File: src/McbPkg.sv
/*
 * MCB shared definitions
 * Bus widths, address maps, CSR offsets and the cache memory geometry
 * of the system management block
 */
package McbPkg;

	//------------------------------------------------------------
	// Bus widths
	//------------------------------------------------------------
	localparam int McbUsiWidth     = 32;
	localparam int McbUfiDqWidth   = 16;
	localparam int McbUfiAdrsWidth = 32;
	localparam int McbCsrAdrsWidth = 8;

	typedef logic [McbUsiWidth-1:0]     usiWord_t;
	typedef logic [McbUfiDqWidth-1:0]   ufiDq_t;
	typedef logic [McbUfiAdrsWidth-1:0] ufiAdrs_t;
	typedef logic [McbCsrAdrsWidth-1:0] csrAdrs_t;

	//------------------------------------------------------------
	// Address maps
	//------------------------------------------------------------
	// USI address bits 31:24 that select this block
	localparam logic [7:0] McbBlockAdrs = 8'h01;

	// UFI address bits 28:25 of a read aimed at this block
	localparam logic [3:0] McbUfiAdrsMap = 4'h0;

	//------------------------------------------------------------
	// Cache memory
	//------------------------------------------------------------
	localparam int McbCacheDepth     = 512;
	localparam int McbCacheWidth     = 48;

	// Address field carried alongside the data, bit 31 is the valid bit
	localparam int McbCacheAdrsWidth = McbUfiAdrsWidth - 1;

	typedef logic [McbCacheAdrsWidth-1:0] cacheAdrs_t;

	// Top bit spare, then 31 address bits above 16 data bits
	typedef logic [McbCacheWidth-1:0] cacheEntry_t;

	//------------------------------------------------------------
	// CSR offsets
	//------------------------------------------------------------
	localparam csrAdrs_t CsrRamWd    = 8'h00;
	localparam csrAdrs_t CsrRamAdrs  = 8'h04;
	localparam csrAdrs_t CsrRamEn    = 8'h08;
	// bit 0 full, bit 1 empty
	localparam csrAdrs_t CsrStatus   = 8'h0C;
	localparam csrAdrs_t CsrUfiRd    = 8'h10;
	localparam csrAdrs_t CsrUfiRdCnt = 8'h14;

endpackage
File: src/UsiMasterPort.sv
/*
 * USI master port
 * Turns host write strobes into a held write data word and a
 * one-cycle address pulse
 */
`timescale 1ns/100ps

module UsiMasterPort (
	input  logic              iSCLK,
	input  logic              iSRST,
	input  McbPkg::usiWord_t  iHostWd,
	input  logic              iHostWdEn,
	input  logic              iHostAdrsEn,
	output McbPkg::usiWord_t  oMUsiWd,
	output McbPkg::usiWord_t  oMUsiAdrs
);

	McbPkg::usiWord_t rMUsiWd;
	McbPkg::usiWord_t rMUsiAdrs;

	//------------------------------------------------------------
	// Write data
	//------------------------------------------------------------
	// Keeps the last strobed word
	always_ff @(posedge iSCLK)
	begin
		if (iSRST)
			rMUsiWd <= '0;
		else if (iHostWdEn)
			rMUsiWd <= iHostWd;
	end

	//------------------------------------------------------------
	// Address pulse
	//------------------------------------------------------------
	// Zero address means an idle bus, so it falls back after one cycle
	always_ff @(posedge iSCLK)
	begin
		if (iSRST)
			rMUsiAdrs <= '0;
		else if (iHostAdrsEn)
			rMUsiAdrs <= iHostWd;
		else
			rMUsiAdrs <= '0;
	end

	assign oMUsiWd   = rMUsiWd;
	assign oMUsiAdrs = rMUsiAdrs;

endmodule

File: config.mk
export PLATFORM = sky130hd
export DESIGN_NAME = UsiMasterPort
export DESIGN_NICKNAME = d
export VERILOG_FILES = /design/src/McbPkg.sv /design/src/UsiMasterPort.sv
export SDC_FILE = /design/constraint.sdc
export NUM_CORES = 1
export LEC_CHECK = 0
export BUFFER_PORTS_ARGS = -buffer_cell sky130_fd_sc_hd__buf_2
export CAP_MARGIN = 20
export CORE_ASPECT_RATIO = 0.7
export CORE_UTILIZATION = 40
export CTS_CLUSTER_SIZE = 12
export DETAILED_ROUTE_END_ITERATION = 10
export HOLD_SLACK_MARGIN = 0.02
export MAX_ROUTING_LAYER = met4
export PLACE_DENSITY = 0.71
export SYNTH_ARGS = -nofsm -noshare
export SYNTH_HDL_FRONTEND = slang
export SYNTH_SLANG_ARGS = --single-unit
File: constraint.sdc
create_clock -name iSCLK -period 1.8 [get_ports iSCLK]
set_clock_uncertainty 0.15 [all_clocks]
set_input_delay 0.27 -clock iSCLK [delete_from_list [all_inputs] [get_ports iSCLK]]
set_output_delay 0.27 -clock iSCLK [all_outputs]
set_load 0.005 [all_outputs]
==> flow_summary.toml <==
[run_status]
status = "finished, final reports clean"

[floorplanning]
rows = 21
start_util_pct = 42.45
die_area_mm2 = 0.005454
io_pins = 100
die-height_um = 62.09
core-area_mm2 = 0.004861
die_width_um = 87.84

[yosys]
synth_top_area_cell = "dfxtp_1"
yosysUniqueCellTypes = 8
synthesis.area_mm2 = 0.002063
ys_seq_area_share_pct = 62.10
ys_seq_elements = 64
synth_cells = 172
synth_nets = 208
ys_top_cells_by_area = "dfxtp_1 (62%), mux2i_1 (16%), and2_1 (9.7%), nor2_1 (5.8%), buf_12 (2.9%)"
synth_top_area_share_pct = 62.10
ys.warnings.count = 0
synth_area_per_cell_um2 = 12.00

[global_route]
grt_max_degree = 33
gr-total-overflow = 0
antenna_found_initial = 0
grt_pass1_wl_um = 6430
grtUsageTotal_pct = 17.30
grt_pass1_vias = 1431

[placed_design]
numPortBuffers = 99
pre_cts_ws_ps = 495.1
gp_congestion = 0.6705
hpwl_um = 2587

[setup_path]
max_stage_delay_ps = 340
cp_data_arrival_time_ps = 790
critPathTopFamily = "flip-flops"
crit_path_start_kind = "register"
cp_cell_sequence = "buf_2"
cp-end-kind = "output pin"
cp_max_fo = 2
cp_slowest_cell = "dfxtp_1"
cp.required_ps = 1380
critPathKind = "reg2out"
path_buf_inv = 1

[routing]
ant_nets = 0
finalWirelength_um = 4306
routed_via_density = 4.187
wl_per_cell_um = 11.36
drtIter0Drc = 19
num_vias = 1587
drcViolationCount = 0
firstDrtPassIters = 3

[final_layout]
area_growth_pct = 50.15
fin_nets = 341
layout-drive-gt1-share_pct = 37.42
n_fill_cell = 406
diodes = 0

[timing]
slew_headroom_pct = 61.94
final.min_clock_period_ps = 1210
fmax_mhz = 826.6
final-max-slew-violation-count = 0
rsz0062_at_grt = "no"
period_share_pct = 67.21
setup_viol = 0
setup_tns_ps = 0
worst_pin_slew_ps = 569.6
worst_slack_ps = 590.2
hold_viol_final = 0

[flow_run]
cap_violations = 0

[clock_tree]
cts_made_buffers = 9
cts_tree = "yes"
clock_sinks = 64
htree_levels = 3
clock_latency_ps = 330
clkTransAtPathRegs_ps = 70
root_buffer = "clkbuf_8"
clockBufferDepth = 2

[power]
p_leak_nw = 1.602
ir_worst_vdd_mv = 0.6504
p_per_area_mw_per_mm2 = 1040

[min_path]
min_path_type = "in2reg"
==> through the flow <==
| step | util [%] | std cells | hold WS (ps) | instance area, um^2 | total power [mW] |
|---|---|---|---|---|---|
| after global routing | 63.73 | 379 | 241.6 | 3098 | 3.356 |
| after global placement | 52.36 | 331 | 318.0 | 2545 | 1.793 |
| final | 63.73 | 379 | 234.2 | 3098 | 3.221 |
| after floorplan | - | 172 | 241.7 | 2063 | 1.687 |
| after detailed placement | 52.36 | 331 | 327.8 | 2545 | 1.798 |
| after CTS | 63.73 | 379 | 223.4 | 3098 | 3.255 |
==> cells in the mapped netlist <==
cell	count
buf_12	3
clkbuf_1	3
mux2i_1	32
nor2_1	32
dfxtp_1	64
buf_6	5
nor2b_4	1
and2_1	32
==> layer usage <==
metal	GRT usage [%]	share of wire (%)	wire [um]
met1	18.70	48	2057
met2	27.24	43	1861
met3	8.983	8.3	357
met4	7.026	0.70	30
met5	-	0	0
==> final timing paths <==
check / from / end / slack (ps) / depth (start not counted)
hold / removal: iSRST / oMUsiAdrs[14] / 230 / 3
setup / recovery: oMUsiWd[3] / oMUsiWd[3] / 590 / 1
setup reg to reg: oMUsiWd[9] / oMUsiWd[9] / 1030 / 2
hold reg to reg: oMUsiWd[18] / oMUsiWd[18] / 340 / 2
==> layout by cell type (no fill, tap or decap), drive strengths merged <==
cell type	count
and2	32
buf	101
bufinv	2
clkbuf	14
dfxtp	64
dlygate4sd3	32
mux2i	32
nor2	32
nor2b	1
==> cell families (layout without fill, tap and decap cells) <==
kind of cell  count (synthesis)  count (layout)  synth area share, %
flops                        64              64                62.10
simple gates                 65              65                16.19
buf+inv                      11             149                6.185
mux                          32              32                15.52
==> state kept, by name, summed over array words and instances, names as in the netlist <==
name	flops
oMUsiWd	32
oMUsiAdrs	32
==> cell type report <==
cell class                 count  area (um^2)  area share, %
clock buffer                  14        172.7          5.574
clock inverter                 2        60.06          1.939
multi-input combinational     97        654.4          21.12
sequential                    64         1281          41.36
tap                           69        86.33          2.787
timing repair buffer         133        843.3          27.22
==> power by group <==
| group | switching (mW) | internal [mW] | total, mW |
|---|---|---|---|
| Combinational | 0.126 | 0.179 | 0.305 |
| Clock | 0.507 | 0.895 | 1.40 |
| Sequential | 0.0267 | 1.49 | 1.51 |
| Total | 0.660 | 2.56 | 3.22 |
==> timing repair <==
item | in CTS | in global routing
setup endpoints to repair | 0 | 0
buffers inserted | 0 | 0
hold buffers | 32 | 0
gates resized for setup | 0 | 0
endpoints found under the hold margin | 38 | 0
Note: power is estimated with default switching activity, not from simulation.
