`config.mk`:
```
export PLATFORM = sky130hd
export DESIGN_NAME = MicroControllerCsr
export DESIGN_NICKNAME = d
export VERILOG_FILES = /design/src/McbPkg.sv /design/src/MicroControllerCsr.sv
export SDC_FILE = /design/constraint.sdc
export NUM_CORES = 1
export LEC_CHECK = 0
export ABC_CLOCK_PERIOD_IN_PS = 4700
export BUFFER_PORTS_ARGS = -buffer_cell sky130_fd_sc_hd__buf_4
export CAP_MARGIN = 20
export CORE_MARGIN = 1.5
export CORE_UTILIZATION = 39
export CTS_CLUSTER_DIAMETER = 40
export DETAILED_ROUTE_END_ITERATION = 12
export PLACE_DENSITY = 0.67
export SETUP_SLACK_MARGIN = 0.15
export SYNTH_ARGS = -nofsm -noshare
export SYNTH_HDL_FRONTEND = slang
export SYNTH_SLANG_ARGS = --single-unit
```
`constraint.sdc`:
```
create_clock -name iSCLK -period 4.7 [get_ports iSCLK]
set_input_delay 0.235 -clock iSCLK [delete_from_list [all_inputs] [get_ports iSCLK]]
set_output_delay 0.235 -clock iSCLK [all_outputs]
set_load 0.02 [all_outputs]
```
`src/McbPkg.sv`:
```
/*
 * MCB shared definitions
 * Bus widths, address maps, CSR offsets and the cache memory geometry
 * of the system management block
 */
package McbPkg;

	//------------------------------------------------------------
	// Bus widths
	//------------------------------------------------------------
	localparam int McbUsiWidth     = 32;
	localparam int McbUfiDqWidth   = 16;
	localparam int McbUfiAdrsWidth = 32;
	localparam int McbCsrAdrsWidth = 8;

	typedef logic [McbUsiWidth-1:0]     usiWord_t;
	typedef logic [McbUfiDqWidth-1:0]   ufiDq_t;
	typedef logic [McbUfiAdrsWidth-1:0] ufiAdrs_t;
	typedef logic [McbCsrAdrsWidth-1:0] csrAdrs_t;

	//------------------------------------------------------------
	// Address maps
	//------------------------------------------------------------
	// USI address bits 31:24 that select this block
	localparam logic [7:0] McbBlockAdrs = 8'h01;

	// UFI address bits 28:25 of a read aimed at this block
	localparam logic [3:0] McbUfiAdrsMap = 4'h0;

	//------------------------------------------------------------
	// Cache memory
	//------------------------------------------------------------
	localparam int McbCacheDepth     = 512;
	localparam int McbCacheWidth     = 48;

	// Address field carried alongside the data, bit 31 is the valid bit
	localparam int McbCacheAdrsWidth = McbUfiAdrsWidth - 1;

	typedef logic [McbCacheAdrsWidth-1:0] cacheAdrs_t;

	// Top bit spare, then 31 address bits above 16 data bits
	typedef logic [McbCacheWidth-1:0] cacheEntry_t;

	//------------------------------------------------------------
	// CSR offsets
	//------------------------------------------------------------
	localparam csrAdrs_t CsrRamWd    = 8'h00;
	localparam csrAdrs_t CsrRamAdrs  = 8'h04;
	localparam csrAdrs_t CsrRamEn    = 8'h08;
	// bit 0 full, bit 1 empty
	localparam csrAdrs_t CsrStatus   = 8'h0C;
	localparam csrAdrs_t CsrUfiRd    = 8'h10;
	localparam csrAdrs_t CsrUfiRdCnt = 8'h14;

endpackage
```
`src/MicroControllerCsr.sv`:
```
/*
 * MCB register file
 * USI slave that decodes the block address, holds the cache write
 * registers and reports FIFO status and captured UFI reads
 */
`timescale 1ns/100ps

module MicroControllerCsr (
	input  logic                   iSCLK,
	input  logic                   iSRST,
	// USI slave
	input  McbPkg::usiWord_t       iSUsiWd,
	input  McbPkg::usiWord_t       iSUsiAdrs,
	output McbPkg::usiWord_t       oSUsiRd,
	// Cache write registers
	output McbPkg::ufiDq_t         oRamWd,
	output McbPkg::cacheAdrs_t     oRamAdrs,
	output logic                   oRamEn,
	// Status and UFI capture
	input  logic                   iRamFull,
	input  logic                   iRamEmp,
	input  McbPkg::ufiDq_t         iRamRd,
	input  logic                   iRamRdVd
);

	//------------------------------------------------------------
	// Address decode
	//------------------------------------------------------------
	logic               qAccess;
	McbPkg::csrAdrs_t   qCsrAdrs;

	always_comb
	begin
		qAccess  = (iSUsiAdrs[31:24] == McbPkg::McbBlockAdrs);
		qCsrAdrs = iSUsiAdrs[McbPkg::McbCsrAdrsWidth-1:0];
	end

	//------------------------------------------------------------
	// Writable registers
	//------------------------------------------------------------
	McbPkg::ufiDq_t     rRamWd, qRamWdNext;
	McbPkg::cacheAdrs_t rRamAdrs, qRamAdrsNext;
	logic               rRamEn, qRamEnNext;
	logic [15:0]        rUfiRdCnt;

	// Next values also feed the read mux so a write reads back at once
	always_comb
	begin
		qRamWdNext   = rRamWd;
		qRamAdrsNext = rRamAdrs;
		qRamEnNext   = rRamEn;
		if (qAccess)
		begin
			case (qCsrAdrs)
				McbPkg::CsrRamWd:   qRamWdNext   = iSUsiWd[McbPkg::McbUfiDqWidth-1:0];
				McbPkg::CsrRamAdrs: qRamAdrsNext = iSUsiWd[McbPkg::McbCacheAdrsWidth-1:0];
				McbPkg::CsrRamEn:   qRamEnNext   = iSUsiWd[0];
				default: ;
			endcase
		end
	end

	always_ff @(posedge iSCLK)
	begin
		if (iSRST)
		begin
			rRamWd   <= '0;
			rRamAdrs <= '0;
			rRamEn   <= 1'b0;
		end
		else
		begin
			rRamWd   <= qRamWdNext;
			rRamAdrs <= qRamAdrsNext;
			rRamEn   <= qRamEnNext;
		end
	end

	// Count of UFI reads captured for this block
	always_ff @(posedge iSCLK)
	begin
		if (iSRST)
			rUfiRdCnt <= '0;
		else if (iRamRdVd)
			rUfiRdCnt <= rUfiRdCnt + 16'd1;
	end

	//------------------------------------------------------------
	// Read mux
	//------------------------------------------------------------
	McbPkg::usiWord_t   qRdMux;
	McbPkg::usiWord_t   rSUsiRd;

	always_comb
	begin
		case (qCsrAdrs)
			McbPkg::CsrRamWd:    qRdMux = {16'd0, qRamWdNext};
			McbPkg::CsrRamAdrs:  qRdMux = {1'b0, qRamAdrsNext};
			McbPkg::CsrRamEn:    qRdMux = {31'd0, qRamEnNext};
			McbPkg::CsrStatus:   qRdMux = {30'd0, iRamEmp, iRamFull};
			McbPkg::CsrUfiRd:    qRdMux = {16'd0, iRamRd};
			McbPkg::CsrUfiRdCnt: qRdMux = {16'd0, rUfiRdCnt};
			default:             qRdMux = '0;
		endcase
	end

	// Holds until the next access to this block
	always_ff @(posedge iSCLK)
	begin
		if (iSRST)
			rSUsiRd <= '0;
		else if (qAccess)
			rSUsiRd <= qRdMux;
	end

	assign oSUsiRd  = rSUsiRd;
	assign oRamWd   = rRamWd;
	assign oRamAdrs = rRamAdrs;
	assign oRamEn   = rRamEn;

endmodule

```
==> flow_summary.json <==
{
  "status": "complete, no violations",
  "grt_pass1_wl_um": 16390,
  "clk_path_buf_depth": 2,
  "drv_cap": 0,
  "switching_share": 0.2373,
  "synth.most_common_cell": "nand2_1",
  "setup_slack_ns": 2.534,
  "cts_root_buf": "clkbuf_8",
  "setup-violations-final": 0,
  "io_pins": 165,
  "via_per_inst": 4.960,
  "power_mw": 1.474,
  "ir_drop_v": 0.0001742,
  "hp-start": "iSUsiWd[11]",
  "relSlewSlack": 0.3748,
  "reg2reg_depth": 5,
  "finalCritPeriodShare": 0.4610,
  "row_count": 36,
  "n_fill_cell": 952,
  "min_period_ns": 2.166,
  "num_vias": 3512,
  "p_seq_frac": 0.548,
  "cts_htree_levels": 3,
  "arrival_ns": 2.45,
  "r2r_start": "rUfiRdCnt[3]",
  "ant_nets": 0,
  "min_delay_worst_endpoint": "oSUsiRd[11]",
  "synthCells": 440,
  "start_util": 0.3995,
  "cts_tree": "yes",
  "synth_edf_count": 0,
  "grt_max_degree": 84,
  "synth-warning-count": 0,
  "synthArstFlopShare": 0,
  "leakage_nw": 2.081,
  "netlist_area_sq_um": 3869,
  "critPathMaxFanout": 28,
  "cts_sinks": 95,
  "slowest_stage": "nor4_4",
  "r2r_end": "rUfiRdCnt[12]",
  "whs_ns": 0.1241,
  "synthDistinctLibCells": 46,
  "cp-startpoint": "iSUsiAdrs[29]",
  "chipWidth_um": 102.6,
  "diodes": 0,
  "reg2reg_slack_ns": 3.08,
  "synth_ff_type": "dfxtp_1",
  "synthTopCellsByCount": "nand2_1 (108), dfxtp_1 (95), a21oi_1 (55)",
  "grt_overflow": 0,
  "dieArea_sq_um": 10530,
  "nets": 656,
  "clk_latency_ns": 0.35,
  "drt_pass1_iterations": 4,
  "post_cts_resized": 0,
  "finalHoldViolCount": 0,
  "cts_hold_buf": 0,
  "max_freq_mhz": 461.6,
  "grt_usage": 0.2025,
  "synth_top_area_cell": "dfxtp_1",
  "cp-start-kind": "input pin",
  "core_sq_um": 9684,
  "hold_class": "in2reg",
  "synthTopCellsByArea": "dfxtp_1 (49%), nand2_1 (10%), a21oi_1 (7.1%)",
  "intPower_mw": 1.124,
  "cp-end-kind": "flip-flop",
  "clock_skew_ns": 0.008127,
  "placed_cells": 692,
  "drtIter0Drc": 139,
  "routabilityCongestion": 0.7966,
  "fin_area_sq_um": 5228,
  "crit_type": "in2reg",
  "placed_area_sq_um": 5012,
  "clockPowerShare": 0.387,
  "die_h_um": 102.6,
  "clk_pin_slew_worst_paths_ns": 0.10,
  "worstPathRequired_ns": 4.99,
  "rsz0062_at_grt": "no",
  "regArea_sq_um": 1902,
  "yosysTopAreaCellShare": 0.4916,
  "drive_gt1_frac": 0.3443,
  "power_switching_uw": 349.9,
  "multi_input_area_sq_um": 1818,
  "fin_cells": 708,
  "worst_pin_slew_ns": 0.9308,
  "slowest_delay_ns": 0.91,
  "portBuffers": 146,
  "p_per_area_nw_per_um2": 282.0,
  "routed_wl_um": 10580,
  "antenna_found_initial": 0,
  "cts_setup_buffers": 0,
  "dp_hpwl_um": 7567,
  "combPwrFrac": 0.064,
  "drv_slew": 0,
  "grt_pass1_vias": 3263,
  "wl_per_cell_um": 14.94,
  "tns_ns": 0,
  "ys_ff_latch": 95,
  "numCtsBuffers": 9,
  "drc_errors": 0,
  "synth_fp_nets": 526,
  "syn_avg_cell_area_sq_um": 8.793,
  "holdPathStages": 3,
  "crit_chain": "buf_4 -> nor4_4 -> nand2_2 -> nor4_4 -> nand2_1 -> a21oi_2",
  "crit_path_frequent_cell": "nor4_4",
  "pre_cts_slack_ns": 2.104,
  "ys_seq_area_frac": 0.4916,
  "area_delta_synth_final_pct": 35.12,
  "utilization": 0.5398
}
==> critical path, delay by kind of cell <==
family | cells | cell delay, ns
buffers and inverters | 1 | 0.12
AND/OR/NAND/NOR | 4 | 1.91
AO/OA/AOI/OAI | 1 | 0.18
==> logic make-up (layout without fill, tap and decap cells) <==
family	count (synthesis)	after routing	share of synthesized area
other	1	1	0.0009693
flip-flops	95	95	0.4916
AND/OR/NAND/NOR	171	171	0.2148
adder cells (fa/ha/maj)	1	1	0.003234
buffers and inverters	32	167	0.03913
XOR/XNOR	14	14	0.03170
multiplexers	22	22	0.05789
AO/OA/AOI/OAI	104	104	0.1607
==> flip-flops by register name, indices dropped and copies added (netlist names) <==
register   cells
oRamAdrs      31
oSUsiRd       31
oRamWd        16
rUfiRdCnt     16
oRamEn         1
==> power by group through the flow <==
stage,registers (mW),logic (mW),clock network [mW]
global route,0.809,0.103,0.628
finish,0.808,0.0946,0.571
floorplan,0.826,0.0359,0
detailed placement,0.827,0.0956,0
CTS,0.808,0.0957,0.590
global placement,0.827,0.0945,0
==> cell usage in the layout, fill, tap and decap left out, types with 3 or more instances in the layout <==
master and instances:
mux2i_1 19, nand2_1 108, nand2_2 11, nand4_1 3, nor2_1 20, o21ai_0 14, a21oi_1 55, a22oi_1 15
dfxtp_1 95, a21oi_2 10, nand3_1 4, buf_4 149, xnor2_1 8, clkbuf_8 10, xor2_1 6, mux2_2 3
nor4_4 3, nor3_1 4
==> area by class of cell <==
class | instances | area share
Timing Repair Buffer | 149 | 0.2140
Multi-Input combinational cell | 313 | 0.3478
Tap cell | 133 | 0.03183
Clock buffer | 10 | 0.02633
Inverter | 2 | 0.001436
Clock inverter | 6 | 0.01484
Sequential cell | 95 | 0.3638
==> per-layer routing <==
metal  vias to the layer above  global-route usage  routed length (um)
met5                         -                   0                   0
met4                         0             0.05163                  82
met3                         7             0.07186                 962
met2                       121              0.3332                4911
met1                      1625              0.2538                4618
li1                       1759                   -                   -
==> worst max path at each step <==
stage,to
after floorplan,oRamWd[10]
after global placement,oRamWd[8]
after detailed placement,oRamWd[8]
after CTS,oRamWd[8]
after global routing,oRamWd[8]
final,oRamWd[8]
Note: power is estimated with default switching activity, not from simulation.
